## src/vga_pkg.sv

```systemverilog
package vga_pkg;

    // pixel color, one bit each of red, green, blue
    localparam int color_w = 3;

    // tile map geometry
    localparam int tile_cols = 80;
    localparam int tile_rows = 60;
    localparam int tile_x_w = 7;    // holds 0..79
    localparam int tile_y_w = 6;    // holds 0..59
    localparam int tile_shift = 3;  // 8 x 8 pixels per tile

    localparam int coord_w = 10;    // pixel and line counters

    // last count of each phase, inclusive, so phase length is limit + 1
    // 640 + 16 + 96 + 48 = 800 clocks per line
    localparam logic [coord_w-1:0] h_active_last = 10'd639;
    localparam logic [coord_w-1:0] h_front_last = 10'd15;
    localparam logic [coord_w-1:0] h_pulse_last = 10'd95;
    localparam logic [coord_w-1:0] h_back_last = 10'd47;

    // 480 + 10 + 2 + 33 = 525 lines per frame
    localparam logic [coord_w-1:0] v_active_last = 10'd479;
    localparam logic [coord_w-1:0] v_front_last = 10'd9;
    localparam logic [coord_w-1:0] v_pulse_last = 10'd1;
    localparam logic [coord_w-1:0] v_back_last = 10'd32;

    // phase of either timing machine
    typedef enum logic [1:0] {
        ph_active = 2'b00,
        ph_front = 2'b01,
        ph_pulse = 2'b10,
        ph_back = 2'b11
    } phase_t;

endpackage

```

## src/vga_pixel_out.sv

```systemverilog
`timescale 1ns/1ns

module vga_pixel_out (
    input  logic                         clk,
    input  logic                         rst,
    input  logic                         h_active,
    input  logic                         v_active,
    input  logic                         hsync_raw,
    input  logic                         vsync_raw,
    input  logic [vga_pkg::color_w-1:0]  rd_color,
    output logic                         hsync,
    output logic                         vsync,
    output logic                         red,
    output logic                         green,
    output logic                         blue
);

    import vga_pkg::*;

    logic hsync_d, vsync_d;
    logic active_d;
    logic [color_w-1:0] pix;

    // stage one lines up with the tile map read
    always_ff @(posedge clk or posedge rst) begin
        if (rst) begin
            hsync_d <= 1'b1;
            vsync_d <= 1'b1;
            active_d <= 1'b0;
        end else begin
            hsync_d <= hsync_raw;
            vsync_d <= vsync_raw;
            active_d <= h_active && v_active;
        end
    end

    // black outside the visible window
    assign pix = active_d ? rd_color : '0;

    // stage two drives the pins
    always_ff @(posedge clk or posedge rst) begin
        if (rst) begin
            hsync <= 1'b1;
            vsync <= 1'b1;
            red <= 1'b0;
            green <= 1'b0;
            blue <= 1'b0;
        end else begin
            hsync <= hsync_d;
            vsync <= vsync_d;
            red <= pix[2];   // r g b order
            green <= pix[1];
            blue <= pix[0];
        end
    end

endmodule

```

## config.mk

```make
export PLATFORM = sky130hd
export DESIGN_NAME = vga_pixel_out
export DESIGN_NICKNAME = d
export VERILOG_FILES = /design/src/vga_pkg.sv /design/src/vga_pixel_out.sv
export SDC_FILE = /design/constraint.sdc
export NUM_CORES = 1
export LEC_CHECK = 0
export BUFFER_PORTS_ARGS = -buffer_cell sky130_fd_sc_hd__buf_2
export CORE_AREA = 2 2 39 41
export DETAILED_ROUTE_END_ITERATION = 6
export DIE_AREA = 0 0 41 43
export PLACE_DENSITY_LB_ADDON = 0.3
export SLEW_MARGIN = 20
export SYNTH_ARGS = -nofsm -noshare
export SYNTH_HDL_FRONTEND = slang
export SYNTH_SLANG_ARGS = --single-unit
```

## constraint.sdc

```tcl
create_clock -name clk -period 0.8 [get_ports clk]
set_input_delay 0.08 -clock clk [delete_from_list [all_inputs] [get_ports clk]]
set_output_delay 0.08 -clock clk [all_outputs]
set_load 0.005 [all_outputs]
```

==> run summary <==
=================================================================================
Highest net fanout along the worst path ............................            1
Count of state elements after synthesis ............................            8
X dimension of the die .............................................        41 um
Final period util ..................................................         1.17
Setup Fix Bufs, Post-CTS ...........................................            0
Worst Setup Start Kind .............................................     register
Starting DRC count in detailed routing .............................            0
Final Worst Setup Slack ............................................    -0.134 ns
Post-layout instance count excluding filler cells ..................           49
Antenna violations before repair ...................................            0
Antenna viol nets, final ...........................................            0
End of the worst register-to-register path ......................... blue$_DFF_PP0_
Total clock buffers created by CTS .................................            3
Avg Cell Area, Syn .................................................     18.0 um2
Count of port buffers added during placement .......................           13
Number of DRC violations after detailed routing ....................            0
Worst Hold Depth ...................................................            2
Commonest non-fill, non-tap cells in the layout .................... 12 x sky130_fd_sc_hd__buf_2, 4 x sky130_fd_sc_hd__and2_1, 4 x sky130_fd_sc_hd__dfrtp_1, 4 x sky130_fd_sc_hd__dfstp_2
Vias in the first global route .....................................          180
Total track usage ..................................................       0.0692
Instance count of the mapped netlist ...............................           13
Netlist Area Pre-Place .............................................      234 um2
Routed wire length .................................................       452 um
Height of the chip .................................................        43 um
Number of cells after detailed placement ...........................           42
Cell types occupying the most area after synthesis ................. sky130_fd_sc_hd__dfstp_2 45%, sky130_fd_sc_hd__dfrtp_1 43%, sky130_fd_sc_hd__and2_1 11%
Share of layout cells above drive strength 1 .......................        0.606
Reg-to-reg setup timing slack ......................................      0.18 ns
Worst hold endpoint ................................................ active_d$_DFF_PP0_
Num Clock Sinks ....................................................            8
Category of the most critical setup path ........................... register to primary output
Tightest hold margin ...............................................    0.0305 ns
Clock slew seen by the registers of the worst setup and hold paths .      0.05 ns
Final hold violation count .........................................            0
Worst min-delay path class ......................................... input pin to register
Crit path DAT ......................................................      0.85 ns
Commonest non-fill, non-tap cell in the layout ..................... sky130_fd_sc_hd__buf_2
Number of nets in the synthesized netlist ..........................           22
Placeable core region ..............................................     1380 um2
Area delta synth->final ............................................        63.1%
Unrepaired setup endpoints after global routing ....................          yes
Synth area leader .................................................. sky130_fd_sc_hd__dfstp_2
Share of Yosys cell area claimed by the top area cell type .........        0.449
Kind of end point of the critical path ............................. primary output
Max H-tree Level ...................................................            1
Start point of the worst min-delay path ............................     v_active
Fin crit period ....................................................     0.934 ns
Router iterations before antenna repair ............................            1
Number of vias in the routed layout ................................          170
Max cap viols ......................................................            0
Critical path's slowest cell ....................................... sky130_fd_sc_hd__dfstp_2
Routed vias/inst ...................................................         3.47
Final Power ........................................................     0.820 mW
GRT overflow .......................................................            0
Total Neg Setup Slack ..............................................    -0.282 ns
Top-level port count ...............................................           14
Sequential element share of the synthesized area ...................        0.877
Diode insertion count for antenna repair ...........................            0
Critical Path, Cell by Cell ........................................        buf_6
Final setup violating endpoints ....................................            5
Areal power density over the cells .................................  2150 nW/um2
CTS root buffer .................................................... sky130_fd_sc_hd__clkbuf_4
Post-route clock skew ..............................................  0.000179 ns
Transition time at the pin with the least slew margin ..............     0.280 ns
Leak Pwr ...........................................................     0.196 nW
Share of the core filled with cells in the final layout ............        0.276
Synth unique cells .................................................            4
Violations in the final reports .................................... setup timing
Clk buf depth ......................................................            2
Routability-driven placement congestion ratio ......................        0.583
Cell type group with the largest total delay on the critical path ..   flip-flops
Worst path bufs/invs ...............................................            1
Highest Clock Rate .................................................     1.07 GHz
FP Rows ............................................................           14
Count of cells along the worst register-to-register path ...........            1
Number of slew-limit violations in the final report ................            0
Total die area .....................................................     1760 um2
Yosys warning total ................................................            0
Placed Area ........................................................      319 um2
Highest cell delay on the worst timing path ........................      0.52 ns
Average wire per cell in the routed design .........................      9.22 um
First-pass GRT wire length .........................................       717 um
Initial core utilization ...........................................        0.169
Number of nets in the final layout .................................           43
Setup WS pre-CTS ...................................................     0.125 ns
Worst reg2reg path startpoint ...................................... active_d$_DFF_PP0_
Required time worst endpoint .......................................      0.72 ns
Maximum number of pins on one net before global-route repair .......            9
Final Instance Area ................................................      382 um2
Worst ir drop on vdd ...............................................      1040 uV
Headroom to the max-slew limit .....................................        0.813
Run status ......................................................... complete, but fails checks
Insertion delay of the later-clocked pin in the worst-skew pair ....      0.25 ns
CTS tree ...........................................................          yes
=================================================================================
==> how the worst max path moves through the flow <==
stage | cells past startpoint | start | end | slack (ns)
2_1_floorplan | 1 | active_d$_DFF_PP0_ | blue$_DFF_PP0_ | 0.21
3_3_place_gp | 1 | vsync$_DFF_PP1_ | vsync | 0.13
3_5_place_dp | 1 | hsync$_DFF_PP1_ | hsync | 0.13
4_1_cts | 1 | hsync$_DFF_PP1_ | hsync | -0.15
5_1_grt | 1 | hsync$_DFF_PP1_ | hsync | -0.17
6_report | 1 | hsync$_DFF_PP1_ | hsync | -0.13
==> final cells by class <==
cell class | instances | area (um2)
timing repair buffer | 16 | 101
inverter | 1 | 3.75
clock buffer | 4 | 26.3
multi-input combinational | 4 | 25.0
tap | 16 | 20.0
fill | 143 | 1000
sequential | 8 | 205
==> repair_timing <==
action | 4_1_cts | 5_1_grt
pin swaps | 0 | 0
hold buffers | 3 | 0
setup endpoints to repair | 5 | 5
endpoints found under the hold margin | 6 | 0
resized for setup | 0 | 1
==> flip-flops by register name, indices dropped and copies added, names as in the netlist <==
register and cells:
active_d 1, blue 1, green 1, hsync 1
hsync_d 1, red 1, vsync 1, vsync_d 1
==> kinds of logic after synthesis <==
group                  share of synthesized area
and+or+nand+nor                            0.107
DFF                                        0.877
buffers and inverters                     0.0160
==> cells in the mapped netlist <==
library cell / n
sky130_fd_sc_hd__and2_1: 4
sky130_fd_sc_hd__dfstp_2: 4
sky130_fd_sc_hd__dfrtp_1: 4
sky130_fd_sc_hd__inv_1: 1
==> routing by layer <==
layer	global-route usage	wire [um]
met2	0.0719	168
met4	0.0400	0
met1	0.0808	197
met5	0	0
met3	0.0785	86
==> report_power, final <==
part           switching, mW  internal [mW]  total, mW
logic                 0.0213         0.0374     0.0587
clock network          0.133          0.191      0.324
registers            0.00576          0.432      0.437
No activity file was read; power rests on OpenSTA's default activity.
