## src/vga_pkg.sv

```systemverilog
package vga_pkg;

    // pixel color, one bit each of red, green, blue
    localparam int color_w = 3;

    // tile map geometry
    localparam int tile_cols = 80;
    localparam int tile_rows = 60;
    localparam int tile_x_w = 7;    // holds 0..79
    localparam int tile_y_w = 6;    // holds 0..59
    localparam int tile_shift = 3;  // 8 x 8 pixels per tile

    localparam int coord_w = 10;    // pixel and line counters

    // last count of each phase, inclusive, so phase length is limit + 1
    // 640 + 16 + 96 + 48 = 800 clocks per line
    localparam logic [coord_w-1:0] h_active_last = 10'd639;
    localparam logic [coord_w-1:0] h_front_last = 10'd15;
    localparam logic [coord_w-1:0] h_pulse_last = 10'd95;
    localparam logic [coord_w-1:0] h_back_last = 10'd47;

    // 480 + 10 + 2 + 33 = 525 lines per frame
    localparam logic [coord_w-1:0] v_active_last = 10'd479;
    localparam logic [coord_w-1:0] v_front_last = 10'd9;
    localparam logic [coord_w-1:0] v_pulse_last = 10'd1;
    localparam logic [coord_w-1:0] v_back_last = 10'd32;

    // phase of either timing machine
    typedef enum logic [1:0] {
        ph_active = 2'b00,
        ph_front = 2'b01,
        ph_pulse = 2'b10,
        ph_back = 2'b11
    } phase_t;

endpackage

```

## src/vga_timing.sv

```systemverilog
`timescale 1ns/1ns

module vga_timing #(
    parameter logic [vga_pkg::coord_w-1:0] h_active_last = vga_pkg::h_active_last,
    parameter logic [vga_pkg::coord_w-1:0] h_front_last = vga_pkg::h_front_last,
    parameter logic [vga_pkg::coord_w-1:0] h_pulse_last = vga_pkg::h_pulse_last,
    parameter logic [vga_pkg::coord_w-1:0] h_back_last = vga_pkg::h_back_last,
    parameter logic [vga_pkg::coord_w-1:0] v_active_last = vga_pkg::v_active_last,
    parameter logic [vga_pkg::coord_w-1:0] v_front_last = vga_pkg::v_front_last,
    parameter logic [vga_pkg::coord_w-1:0] v_pulse_last = vga_pkg::v_pulse_last,
    parameter logic [vga_pkg::coord_w-1:0] v_back_last = vga_pkg::v_back_last
) (
    input  logic                         clk,
    input  logic                         rst,
    output logic [vga_pkg::coord_w-1:0]  h_count,
    output logic [vga_pkg::coord_w-1:0]  v_count,
    output logic                         h_active,
    output logic                         v_active,
    output logic                         vblank,
    output logic                         hsync_raw,
    output logic                         vsync_raw
);

    import vga_pkg::*;

    phase_t h_phase, h_follow;
    phase_t v_phase, v_follow;

    logic [coord_w-1:0] h_cnt, h_limit;
    logic [coord_w-1:0] v_cnt, v_limit;
    logic h_wrap, v_wrap;
    logic line_end;

    // horizontal limit and following phase
    always_comb begin
        h_limit = h_active_last;
        h_follow = ph_front;
        case (h_phase)
            ph_active: begin
                h_limit = h_active_last;
                h_follow = ph_front;
            end
            ph_front: begin
                h_limit = h_front_last;
                h_follow = ph_pulse;
            end
            ph_pulse: begin
                h_limit = h_pulse_last;
                h_follow = ph_back;
            end
            ph_back: begin
                h_limit = h_back_last;
                h_follow = ph_active;
            end
        endcase
    end

    assign h_wrap = (h_cnt == h_limit);
    assign line_end = h_wrap && (h_phase == ph_back); // last clock of the line

    always_ff @(posedge clk or posedge rst) begin
        if (rst) begin
            h_cnt <= '0;
            h_phase <= ph_active;
        end else if (h_wrap) begin
            h_cnt <= '0;
            h_phase <= h_follow;
        end else begin
            h_cnt <= h_cnt + 1'b1;
        end
    end

    // vertical machine, same shape but counts lines
    always_comb begin
        v_limit = v_active_last;
        v_follow = ph_front;
        case (v_phase)
            ph_active: begin
                v_limit = v_active_last;
                v_follow = ph_front;
            end
            ph_front: begin
                v_limit = v_front_last;
                v_follow = ph_pulse;
            end
            ph_pulse: begin
                v_limit = v_pulse_last;
                v_follow = ph_back;
            end
            ph_back: begin
                v_limit = v_back_last;
                v_follow = ph_active;
            end
        endcase
    end

    assign v_wrap = (v_cnt == v_limit);

    always_ff @(posedge clk or posedge rst) begin
        if (rst) begin
            v_cnt <= '0;
            v_phase <= ph_active;
        end else if (line_end) begin // step only once per line
            if (v_wrap) begin
                v_cnt <= '0;
                v_phase <= v_follow;
            end else begin
                v_cnt <= v_cnt + 1'b1;
            end
        end
    end

    assign h_active = (h_phase == ph_active);
    assign v_active = (v_phase == ph_active);
    assign vblank = ~v_active;

    // sync pulses are active low
    assign hsync_raw = (h_phase != ph_pulse);
    assign vsync_raw = (v_phase != ph_pulse);

    // position reads as zero outside the visible area
    assign h_count = h_active ? h_cnt : '0;
    assign v_count = v_active ? v_cnt : '0;

endmodule
```

## config.mk

```make
export PLATFORM = sky130hd
export DESIGN_NAME = vga_timing
export DESIGN_NICKNAME = d
export VERILOG_FILES = /design/src/vga_pkg.sv /design/src/vga_timing.sv
export SDC_FILE = /design/constraint.sdc
export NUM_CORES = 1
export LEC_CHECK = 0
export CAP_MARGIN = 15
export CORE_UTILIZATION = 45
export DETAILED_ROUTE_END_ITERATION = 8
export DONT_BUFFER_PORTS = 1
export PLACE_DENSITY = 0.6
export RECOVER_POWER = 100
export SLEW_MARGIN = 30
export SYNTH_ARGS = -nofsm -noshare
export SYNTH_HDL_FRONTEND = slang
export SYNTH_SLANG_ARGS = --single-unit
```

## constraint.sdc

```tcl
create_clock -name clk -period 2.4 [get_ports clk]
set_input_delay 0 -clock clk [delete_from_list [all_inputs] [get_ports clk]]
set_output_delay 0 -clock clk [all_outputs]
set_load 0.01 [all_outputs]
```

==> results.json <==
{
  "status": "finished clean",
  "ant_nets": 0,
  "arrival_ns": 2.54,
  "nets": 183,
  "nFillCells": 298,
  "cts_sinks": 24,
  "drive_above_1_share_pct": 19.51,
  "synth-seq-cells": 24,
  "die_h_um": 60.36,
  "avgSynthCellArea_um2": 10.02,
  "antenna_found_initial": 0,
  "p_per_area_nw_per_um2": 412.7,
  "overflow": 0,
  "clk_pin_slew_ns": 0.14,
  "start_kind": "flop",
  "vias": 1115,
  "worstSetupPathType": "reg -> reg",
  "endpoint_kind": "flop",
  "synthAdderAreaFrac_pct": 13.06,
  "cts_max_level": 1,
  "syn_nets": 171,
  "critPathMaxStageDelay_ns": 0.40,
  "mostFrequentLayoutCell": "dfrtp_1",
  "io_buffers": 0,
  "ios": 27,
  "die_area_um2": 3643,
  "finalSetupViolCount": 0,
  "max_cap_violations": 0,
  "cp_cell_sequence": "inv_1 > ha_4 > ha_1 > or3_4 > a2111oi_4 > and2_4 > nand2_2 > mux2_4",
  "synth_top_family_by_area": "simple AND/OR/NAND/NOR gates",
  "slew_headroom_pct": 37.35,
  "ys_seq_area_share_pct": 39.18,
  "routed_wl_mm": 3.096,
  "instances_no_fill": 208,
  "synthSimpleGateAreaFrac_pct": 23.84,
  "finalPower_mw": 0.7116,
  "synth-xor-area-share_pct": 6.286,
  "cts_buffers": 3,
  "fin_crit_ns": 2.317,
  "dp_hpwl_mm": 2.198,
  "finalSetupTns_ns": 0,
  "clock-root-buffer": "clkbuf_4",
  "crit_required_ns": 2.62,
  "maxSlewViolCount": 0,
  "clock_skew_ns": 0.008544,
  "vdd_drop_max_mv": 0.2997,
  "drc": 0,
  "synthMuxAreaShare_pct": 1.633,
  "clock_latency_ns": 0.33,
  "initial_core_util_pct": 48.61,
  "drtIter0Drc": 47,
  "dp_cells": 200,
  "row_count": 20,
  "hold_viol": 0,
  "die_w_um": 60.36,
  "hold_ws_ns": 0.3076,
  "grt_usage_pct": 18.55,
  "ys_types": 37,
  "fmax_ghz": 0.4315,
  "critPathSlowestCell": "dfrtp_1",
  "r2r_slack_ns": 0.08,
  "grt_pass1_wl_mm": 5.078,
  "antenna_cells": 0,
  "worst_pin_slew_ns": 0.9387,
  "synth_area_um2": 1533,
  "yosys_warnings": 0,
  "first_pass_iters": 4,
  "cts_buffer_depth": 2,
  "synth_cells": 153,
  "synth_compound_area_share_pct": 12.82,
  "grt_max_degree": 25,
  "wl_per_cell_um": 14.88,
  "grt_pass1_vias": 1041,
  "reg2reg_depth": 8,
  "hold_class": "in -> async",
  "mostFrequentLayoutCells": "dfrtp_1 (24), ha_1 (14), nor2_1 (12), and2_1 (12), nand2_1 (10)",
  "coreArea_um2": 3153,
  "fin_crit_sh_pct": 96.56,
  "crit_fanout": 5,
  "viasPerCell": 5.361,
  "p_leak_nw": 0.7896,
  "tritoncts": "done",
  "area_delta_synth_final_pct": 12.49,
  "gp_congestion": 0.8053
}
## logic make-up after synthesis
group                    after synthesis
AND/OR/NAND/NOR                       66
flip-flops                            24
AO/OA/AOI/OAI                         23
adder cells (fa/ha/maj)               16
XOR/XNOR                              11
buffers and inverters                 11
multiplexers                           2
## report_power, final
group,switching [mW],internal [mW]
Clock,0.129,0.169
Combinational,0.00799,0.00118
Sequential,0,0.404
## cells in the mapped netlist
library cell / count / share of area (%)
a2bb2oi_1: 4 / 2.3
and3_2: 2 / 0.98
and2_1: 12 / 4.9
nor2_1: 13 / 3.2
dfrtp_1: 24 / 39
mux2i_1: 1 / 0.65
and2_2: 2 / 0.98
xnor2_1: 6 / 3.4
nand3b_2: 1 / 0.73
nor2b_1: 3 / 1.2
nand2b_1: 1 / 0.41
nand2_2: 1 / 0.41
inv_1: 8 / 2.0
a22o_1: 3 / 1.7
mux2_4: 1 / 0.98
nand4_1: 1 / 0.41
a211oi_2: 1 / 0.82
and4_2: 1 / 0.65
a2111oi_4: 1 / 1.8
nor4_1: 1 / 0.41
a22o_2: 1 / 0.65
nor3_1: 2 / 0.65
nand2_1: 10 / 2.4
nand3_1: 8 / 2.6
and3_1: 4 / 1.6
nand3b_1: 1 / 0.49
o21ai_0: 8 / 2.6
o31ai_1: 3 / 1.5
buf_6: 1 / 0.73
xor2_1: 5 / 2.9
or2_4: 1 / 0.57
ha_1: 16 / 13
clkbuf_1: 2 / 0.49
o41ai_2: 1 / 1.1
o22ai_1: 1 / 0.41
or3_1: 1 / 0.41
or3b_4: 1 / 0.73
## critical path, delay by kind of cell (launching register included)
| family | cells | cell delay (ns) |
|---|---|---|
| fa+ha+maj | 2 | 0.45 |
| mux | 1 | 0.30 |
| buf+inv | 1 | 0.09 |
| compound gates | 1 | 0.30 |
| flops | 1 | 0.40 |
| simple gates | 3 | 0.69 |
## final cells by class
type	instances	area [µm²]	area share (%)
inverter	8	30.03	1.742
timing repair buffer	10	77.57	4.499
clock inverter	1	30.03	1.742
sequential	24	600.6	34.83
clock buffer	3	22.52	1.306
tap	44	55.05	3.193
multi-input combinational	118	908.4	52.69
## flip-flops by register name, summed over array words and instances (netlist names)
| name | cells |
|---|---|
| h_phase | 2 |
| v_cnt | 10 |
| h_cnt | 10 |
| v_phase | 2 |
## path summary, 6_finish.rpt
check | startpoint | end
worst max-delay path | h_phase[1] | v_phase[1]
worst min-delay path | rst | h_cnt[9]
worst max register to register | h_phase[1] | v_phase[1]
worst min register to register | h_cnt[0] | h_cnt[0]
max in group asynchronous | rst | v_cnt[9]
min in group clk | h_cnt[0] | h_cnt[0]
## per-stage QoR
stage / cell area (µm²) / setup slack (ns) / utilization [%]
CTS: 1689 / 0.04473 / 53.57
global route: 1724 / -0.01768 / 54.68
finish: 1724 / 0.08262 / 54.68
floorplan: 1545 / 0.04767 / -
global placement: 1627 / 0.1269 / 51.59
detailed placement: 1627 / 0.06882 / 51.59
## routing by layer
metal,vias to the layer above,track usage [%],part of all wire (%)
li1,553,-,-
met1,535,28.63,50
met2,25,26.69,46
met3,2,4.264,3.7
met4,0,2.990,0.42
met5,-,0,0
## timing repair
action,in CTS,in global routing
endpoints found under the setup margin,0,8
hold endpoints to repair,24,0
setup buffers,0,3
hold buffers,1,0
gates resized for setup,0,6
No activity file was read; power rests on OpenSTA's default activity.
