`src/vga_pkg.sv`:
```
package vga_pkg;

    // pixel color, one bit each of red, green, blue
    localparam int color_w = 3;

    // tile map geometry
    localparam int tile_cols = 80;
    localparam int tile_rows = 60;
    localparam int tile_x_w = 7;    // holds 0..79
    localparam int tile_y_w = 6;    // holds 0..59
    localparam int tile_shift = 3;  // 8 x 8 pixels per tile

    localparam int coord_w = 10;    // pixel and line counters

    // last count of each phase, inclusive, so phase length is limit + 1
    // 640 + 16 + 96 + 48 = 800 clocks per line
    localparam logic [coord_w-1:0] h_active_last = 10'd639;
    localparam logic [coord_w-1:0] h_front_last = 10'd15;
    localparam logic [coord_w-1:0] h_pulse_last = 10'd95;
    localparam logic [coord_w-1:0] h_back_last = 10'd47;

    // 480 + 10 + 2 + 33 = 525 lines per frame
    localparam logic [coord_w-1:0] v_active_last = 10'd479;
    localparam logic [coord_w-1:0] v_front_last = 10'd9;
    localparam logic [coord_w-1:0] v_pulse_last = 10'd1;
    localparam logic [coord_w-1:0] v_back_last = 10'd32;

    // phase of either timing machine
    typedef enum logic [1:0] {
        ph_active = 2'b00,
        ph_front = 2'b01,
        ph_pulse = 2'b10,
        ph_back = 2'b11
    } phase_t;

endpackage

```
`src/tile_write_queue.sv`:
```
`timescale 1ns/1ns

module tile_write_queue (
    input  logic                          clk,
    input  logic                          rst,
    input  logic                          wr_valid,
    input  logic [vga_pkg::tile_x_w-1:0]  wr_tile_x,
    input  logic [vga_pkg::tile_y_w-1:0]  wr_tile_y,
    input  logic [vga_pkg::color_w-1:0]   wr_color,
    input  logic                          vblank,
    output logic                          wr_ready,
    output logic                          map_we,
    output logic [vga_pkg::tile_x_w-1:0]  map_tile_x,
    output logic [vga_pkg::tile_y_w-1:0]  map_tile_y,
    output logic [vga_pkg::color_w-1:0]   map_color
);

    import vga_pkg::*;

    localparam int depth = 4;
    localparam int ptr_w = $clog2(depth);
    localparam logic [ptr_w:0] full_count = (ptr_w + 1)'(depth);

    logic [tile_x_w-1:0] q_x [depth];
    logic [tile_y_w-1:0] q_y [depth];
    logic [color_w-1:0] q_color [depth];

    logic [ptr_w-1:0] wr_ptr, rd_ptr;
    logic [ptr_w:0] count;
    logic push, pop;

    assign wr_ready = (count != full_count);
    assign push = wr_valid && wr_ready;
    assign pop = vblank && (count != '0); // drain only while blanked

    always_ff @(posedge clk or posedge rst) begin
        if (rst) begin
            wr_ptr <= '0;
            rd_ptr <= '0;
            count <= '0;
        end else begin
            if (push)
                wr_ptr <= wr_ptr + 1'b1; // wraps, depth is a power of two
            if (pop)
                rd_ptr <= rd_ptr + 1'b1;
            case ({push, pop})
                2'b10: count <= count + 1'b1;
                2'b01: count <= count - 1'b1;
                default: count <= count;
            endcase
        end
    end

    always_ff @(posedge clk) begin
        if (push) begin
            q_x[wr_ptr] <= wr_tile_x;
            q_y[wr_ptr] <= wr_tile_y;
            q_color[wr_ptr] <= wr_color;
        end
    end

    // oldest entry goes to the tile map
    assign map_we = pop;
    assign map_tile_x = q_x[rd_ptr];
    assign map_tile_y = q_y[rd_ptr];
    assign map_color = q_color[rd_ptr];

endmodule

```
`config.mk`:
```
export PLATFORM = sky130hd
export DESIGN_NAME = tile_write_queue
export DESIGN_NICKNAME = d
export VERILOG_FILES = /design/src/vga_pkg.sv /design/src/tile_write_queue.sv
export SDC_FILE = /design/constraint.sdc
export NUM_CORES = 1
export LEC_CHECK = 0
export ABC_AREA = 1
export BUFFER_PORTS_ARGS = -buffer_cell sky130_fd_sc_hd__buf_4
export CAP_MARGIN = 30
export CORE_MARGIN = 3
export CORE_UTILIZATION = 57
export DETAILED_ROUTE_END_ITERATION = 16
export GPL_TIMING_DRIVEN = 0
export MAX_ROUTING_LAYER = met4
export PLACE_DENSITY = 0.91
export SYNTH_ARGS = -nofsm -noshare
export SYNTH_HDL_FRONTEND = slang
export SYNTH_SLANG_ARGS = --single-unit
export TNS_END_PERCENT = 100
```
`constraint.sdc`:
```
create_clock -name clk -period 2.42 [get_ports clk]
set_input_delay 0.121 -clock clk [delete_from_list [all_inputs] [get_ports clk]]
set_output_delay 0.121 -clock clk [all_outputs]
set_load 0.1 [all_outputs]
```
==> flow_summary.json, run 1 <==
{
  "fmax_ghz": 0.498,
  "grt-ovfl-total": 0,
  "htreeDepth": 3,
  "grt_first_pass_wirelength_um": 9600,
  "crit_type": "flip-flop to flip-flop",
  "drt_iter0_markers": 149,
  "drc_errors": 0,
  "timing.hold.ws_ns": 0.0215,
  "fin_skew_ns": 0.00717,
  "antenna_left": 0,
  "synth_top_area_cell": "edfxtp_1",
  "dieArea_um2": 6210,
  "nFillCells": 294,
  "syn_inst": 247,
  "clockBufferDepth": 2,
  "die_x_um": 78.8,
  "cts.sinks": 71,
  "cap_violations": 0,
  "synth_nets": 273,
  "clkLatencyLatePin_ns": 0.35,
  "setup_violations": 0,
  "status": "finished clean",
  "core_um2": 4910,
  "io_buffer_count": 37,
  "rsz0062_at_grt": "false",
  "firstDrtPassIters": 5,
  "num_rows": 25,
  "fin_crit_sh": 0.831,
  "hp-class": "primary input to flip-flop",
  "tritoncts": "yes",
  "period_needed_ns": 2.01,
  "diodes": 0,
  "seqCellArea_um2": 2100,
  "synthesis.area_um2": 3020,
  "clk_pin_slew_worst_paths_ns": 0.07,
  "hpwl_um": 3690,
  "drv_slew": 0,
  "start_kind": "flip-flop",
  "grt_max_degree": 17,
  "place.gp.congestion": 0.754,
  "end_kind": "flip-flop",
  "avgSynthCellArea_um2": 12.2,
  "setup_tns_ns": 0,
  "cts_resized": 0,
  "yosysSeqAreaShare": 0.695,
  "num-nets-final": 340,
  "slew_headroom": 0.371,
  "cts_root_buf": "clkbuf_8",
  "fin_util": 0.772,
  "critPathMaxFanout": 7,
  "synth_area_leaders": "edfxtp_1, nand2_1, o211ai_1",
  "vias_per_cell": 5.16,
  "hold_viol_final": 0,
  "wire_per_inst_um": 15.7,
  "antenna_found_initial": 0,
  "numCtsBuffers": 9,
  "io_pins": 38,
  "grt_pass1_vias": 2013,
  "ys_ff_latch": 71,
  "synth.top_cell.area_share": 0.637,
  "required_ns": 2.67,
  "start_util": 0.615,
  "drive_gt1_frac": 0.217,
  "track_usage": 0.221,
  "drt_wl_total_um": 6040,
  "vias": 1987,
  "cp_data_arrival_time_ns": 2.26,
  "die_h_um": 78.8,
  "syn_to_final_growth_pct": 25.6,
  "tightest_slew_ns": 0.942,
  "yosysWarnings": 0,
  "synthDistinctLibCells": 18,
  "multiInputGateArea_um2": 657
}
## cell usage in the layout (no fill, tap or decap), types with 5 or more instances in the layout
| cell | n |
|---|---|
| nand2_1 | 65 |
| edfxtp_1 | 64 |
| inv_1 | 47 |
| buf_4 | 39 |
| o211ai_1 | 30 |
| dlygate4sd3_1 | 17 |
| clkbuf_8 | 9 |
| buf_6 | 8 |
| dfrtp_1 | 7 |
| nand3_1 | 6 |
| ha_1 | 5 |
## worst paths after layout
| kind | from | endpoint | slack [ns] | cells after the start |
|---|---|---|---|---|
| worst max-delay path | count[1]$_DFFE_PP0P_ | count[2]$_DFFE_PP0P_ | 0.41 | 10 |
| worst min-delay path | wr_valid | wr_ptr[1]$_DFFE_PP0P_ | 0.02 | 3 |
| worst max register to register | count[1]$_DFFE_PP0P_ | count[2]$_DFFE_PP0P_ | 0.41 | 10 |
| worst min register to register | count[0]$_DFFE_PP0P_ | count[0]$_DFFE_PP0P_ | 0.48 | 1 |
| max in group asynchronous | rst | count[0]$_DFFE_PP0P_ | 1.93 | 3 |
| min in group asynchronous | rst | count[2]$_DFFE_PP0P_ | 0.27 | 3 |
## stage by stage
step | std cells | instance area, um^2 | setup WS, ns
4_1_cts | 385 | 3790 | 0.377
2_1_floorplan | 247 | 3020 | 0.0767
3_5_place_dp | 353 | 3410 | 0.396
3_3_place_gp | 351 | 3390 | 0.146
5_1_grt | 385 | 3790 | 0.262
6_report | 385 | 3790 | 0.410
## repair_timing
item	4_1_cts	5_1_grt
hold buffers	17	0
hold endpoints to repair	71	0
setup buffers	0	0
## cell usage after synthesis, drive strengths merged
master,instances
buf,9
clkbuf,1
dfrtp,7
edfxtp,64
fa,1
ha,5
inv,49
nand2,65
nand3,7
nand4,1
nor2,4
o211ai,32
o21ai,1
xnor2,1
## logic make-up after synthesis
family                     after synthesis  share of synthesized area
AOI/OAI and AO/OA                       33                     0.0845
xor gates and xnor gates                 1                    0.00290
adders and majority gates                6                     0.0274
buffers and inverters                   59                     0.0912
DFF                                     71                      0.695
and+or+nand+nor                         77                     0.0995
## metal layers
layer | up-vias | part of all wire | routed length [um] | track usage
li1 | 967 | - | - | -
met1 | 947 | 0.41 | 2490 | 0.257
met2 | 56 | 0.51 | 3090 | 0.355
met3 | 17 | 0.052 | 315 | 0.0590
met4 | 0 | 0.023 | 136 | 0.115
met5 | - | 0 | 0 | -
## critical path, cell delays in order (launching register included)
cell,delay [ns]
dfrtp_1,0.38
inv_1,0.14
nand3_2,0.14
nand2_1,0.24
ha_1,0.24
inv_1,0.08
fa_1,0.38
inv_1,0.08
nand2_1,0.08
nand4_1,0.08
nand2_1,0.05
## sequential cells by signal, summed over array words and instances (netlist names)
| register | flops |
|---|---|
| count | 3 |
| rd_ptr | 2 |
| q_color | 12 |
| q_x | 28 |
| wr_ptr | 2 |
| q_y | 24 |
## final cells by class
| cell class | count | share of cell area |
|---|---|---|
| buffer | 10 | 0.0241 |
| clock buffer | 9 | 0.0327 |
| clock inverter | 6 | 0.0224 |
| timing repair buffer | 56 | 0.124 |
| tap | 67 | 0.0221 |
| sequential | 71 | 0.553 |
| inverter | 49 | 0.0485 |
| multi-input combinational | 117 | 0.173 |
Power of run 1 is left out: the tool's default activity adds up to more than one toggle a clock period on the data nets, which glitch-free logic cannot reach.
==> run 2: changes to the inputs <==
ABC_AREA = 0   (was 1)
CORE_UTILIZATION = 50   (was 57)
PLACE_DENSITY = 0.86   (was 0.91)
clock period = 1.77 ns   (was 2.42 ns; I/O delays follow)
==> run 2 against run 1 <==
  * The flow now finishes with violations (setup timing)
  * Count of clock-buffer cells in the layout up 1
  * Maximum frequency shrank 0.65%
  * Sequential share of layout area up 1.0 points
  * Global-route usage is 2.4 points lower
  * Via count shrank 29%
  * Critical endpoint unchanged
  * Non-clock buffer count up 4
  * Core utilization fell by 5.7 points
  * Largest cell class unchanged
  * Critical path depth shrank 1
==> flow_summary.json, run 2 <==
{
  "fin_ws_ns": -0.253,
  "cts.sinks": 71,
  "grt-ovfl-total": 0,
  "worst_path_max_delay_cell": "or3b_4",
  "drt_wl_total_um": 5390,
  "yosysWarnings": 0,
  "violations": "setup timing",
  "num-nets-final": 224,
  "largest-register": "q_x",
  "vias_per_cell": 5.22,
  "avgSynthCellArea_um2": 22.6,
  "fin_crit_sh": 1.14,
  "drc_errors": 0,
  "worstHoldPathCells": 3,
  "synth_common_cells": "edfxtp_1, mux4_2, dfrtp_1, inv_1, ha_1",
  "track_usage": 0.197,
  "syn_to_final_growth_pct": 36.1,
  "firstDrtPassIters": 4,
  "place.gp.congestion": 0.685,
  "required_ns": 2.03,
  "synth_nets": 147,
  "grt_pass1_vias": 1526,
  "grt.busiest_layer": "met2",
  "drive_gt1_frac": 0.460,
  "tritoncts": "yes",
  "start_kind": "flip-flop",
  "rsz0062_at_grt": "true",
  "yosysSeqAreaShare": 0.766,
  "htreeDepth": 3,
  "final_common_cell": "edfxtp_1",
  "num_rows": 26,
  "die_h_um": 80.0,
  "synthDistinctLibCells": 18,
  "wire_per_inst_um": 19.8,
  "use_met3": 0.0598,
  "synth_top_area_cell": "edfxtp_1",
  "clk_pin_slew_worst_paths_ns": 0.07,
  "clkLatencyLatePin_ns": 0.34,
  "layout_common_cells": "edfxtp_1, buf_4, dlygate4sd3_1, mux4_2, buf_6",
  "core_um2": 5200,
  "slew_headroom": 0.711,
  "io_pins": 38,
  "regToRegSetupSlack_ns": -0.25,
  "vias": 1419,
  "ys_ff_latch": 71,
  "cts_root_buf": "clkbuf_8",
  "critPathMaxFanout": 2,
  "hold_start": "vblank",
  "dieArea_um2": 6400,
  "dp_cells": 228,
  "cp_data_arrival_time_ns": 2.28,
  "antenna_left": 0,
  "fin_skew_ns": 0.00871,
  "max_stage_delay_ns": 0.41,
  "hold_viol_final": 0,
  "synth.top_cell.area_share": 0.702,
  "nFillCells": 321,
  "drt_iter0_markers": 97,
  "grt_max_degree": 17,
  "rr_endpoint": "count[2]$_DFFE_PP0P_",
  "drv_slew": 0,
  "io_buffer_count": 37,
  "timing.hold.ws_ns": 0.142,
  "status": "finished, violations left",
  "synthesis.area_um2": 2740,
  "synth_ff_type": "edfxtp_1",
  "hpwl_um": 3120,
  "rr_worst_depth": 9,
  "top_regs": "q_x: 28 flops, q_y: 24 flops, q_color: 12 flops",
  "hp-class": "primary input to flip-flop",
  "numCtsBuffers": 9,
  "rr_startpoint": "count[0]$_DFFE_PP0P_",
  "min_to": "rd_ptr[0]$_DFFE_PP0P_",
  "crit_chain": "or3b_4, and2_4, inv_2, ha_4, inv_2, fa_2, xor2_1, nor2_1, xor2_1",
  "fmax_ghz": 0.494,
  "largest_reg_flops": 28,
  "crit_type": "flip-flop to flip-flop",
  "end_kind": "flip-flop",
  "gr-usage-met2": 0.331,
  "start_util": 0.526,
  "tightest_slew_ns": 0.434,
  "antenna_found_initial": 0,
  "cap_violations": 0,
  "finalNonFillerCells": 272,
  "grt_first_pass_wirelength_um": 8360,
  "yosysMostFrequentCell": "edfxtp_1",
  "grt_use_met1": 0.218,
  "setup_tns_ns": -0.591,
  "syn_inst": 121,
  "die_x_um": 80.0,
  "diodes": 0,
  "synth-edff-count": 64,
  "setup_violations": 11,
  "clockBufferDepth": 2,
  "synth_area_leaders": "edfxtp_1, mux4_2, dfrtp_1",
  "period_needed_ns": 2.02,
  "synthArstFlopShare": 0.0986
}
## run 2: cell types whose count changed after synthesis, sizes merged, moves of 2 or more
cell | previous run | this run
nand2 | 65 | 1
nor2 | 4 | 1
xnor2 | 1 | 3
mux4 | 0 | 16
inv | 49 | 7
and3 | 0 | 4
xor2 | 0 | 3
nand3 | 7 | 0
o211ai | 32 | 0
buf | 9 | 4
## run 2: final cells by class
cell class              instances  area (um^2)  share of cell area
flip-flops and latches         71         2100               0.563
repair buffers                 66          681               0.183
multi-input cells              39          603               0.162
clock buffers                  10          128              0.0343
well taps                      70         87.6              0.0235
plain buffers                   4         51.3              0.0138
clock inverters                 5         50.0              0.0134
inverters                       7         26.3             0.00706
## run 2: worst max path at each step
stage,start,to
global route,count[0]$_DFFE_PP0P_,count[2]$_DFFE_PP0P_
finish,count[0]$_DFFE_PP0P_,count[2]$_DFFE_PP0P_
detailed placement,count[0]$_DFFE_PP0P_,count[2]$_DFFE_PP0P_
global placement,count[0]$_DFFE_PP0P_,count[2]$_DFFE_PP0P_
CTS,count[0]$_DFFE_PP0P_,count[2]$_DFFE_PP0P_
floorplan,count[0]$_DFFE_PP0P_,count[2]$_DFFE_PP0P_
## run 2: kinds of logic after synthesis
| family | Yosys count | synth area share |
|---|---|---|
| xor gates and xnor gates | 6 | 0.0192 |
| buffers and inverters | 11 | 0.0187 |
| muxes | 18 | 0.141 |
| AOI/OAI and AO/OA | 1 | 0.00366 |
| DFF | 71 | 0.766 |
| and+or+nand+nor | 8 | 0.0210 |
| adders and majority gates | 6 | 0.0302 |
## run 2: critical path: cells and delay by family (launching register included)
| kind | cells | cell delay (ns) |
|---|---|---|
| DFF | 1 | 0.39 |
| xor gates and xnor gates | 2 | 0.29 |
| and+or+nand+nor | 3 | 0.70 |
| adders and majority gates | 2 | 0.46 |
| buffers and inverters | 2 | 0.10 |
## run 2: repair_timing
item,in CTS,in global routing
gates resized for setup,31,5
setup endpoints to repair,15,18
pin swaps,4,0
gates cloned,1,0
hold buffers,17,0
setup buffers,9,2
endpoints found under the hold margin,71,0
## run 2: metal layers
metal / part of all wire / up-vias
li1: - / 639
met5: 0 / -
met2: 0.56 / 50
met4: 0.026 / 0
met3: 0.045 / 10
met1: 0.37 / 720
## run 2: stage by stage
step / instance area [um^2] / setup slack, ns / util
global route: 3720 / -0.324 / 0.715
floorplan: 2750 / -0.409 / -
detailed placement: 3120 / -0.317 / 0.599
global placement: 3120 / -0.250 / 0.599
finish: 3720 / -0.253 / 0.715
CTS: 3690 / -0.224 / 0.709
Power of run 2 is left out for the same reason.
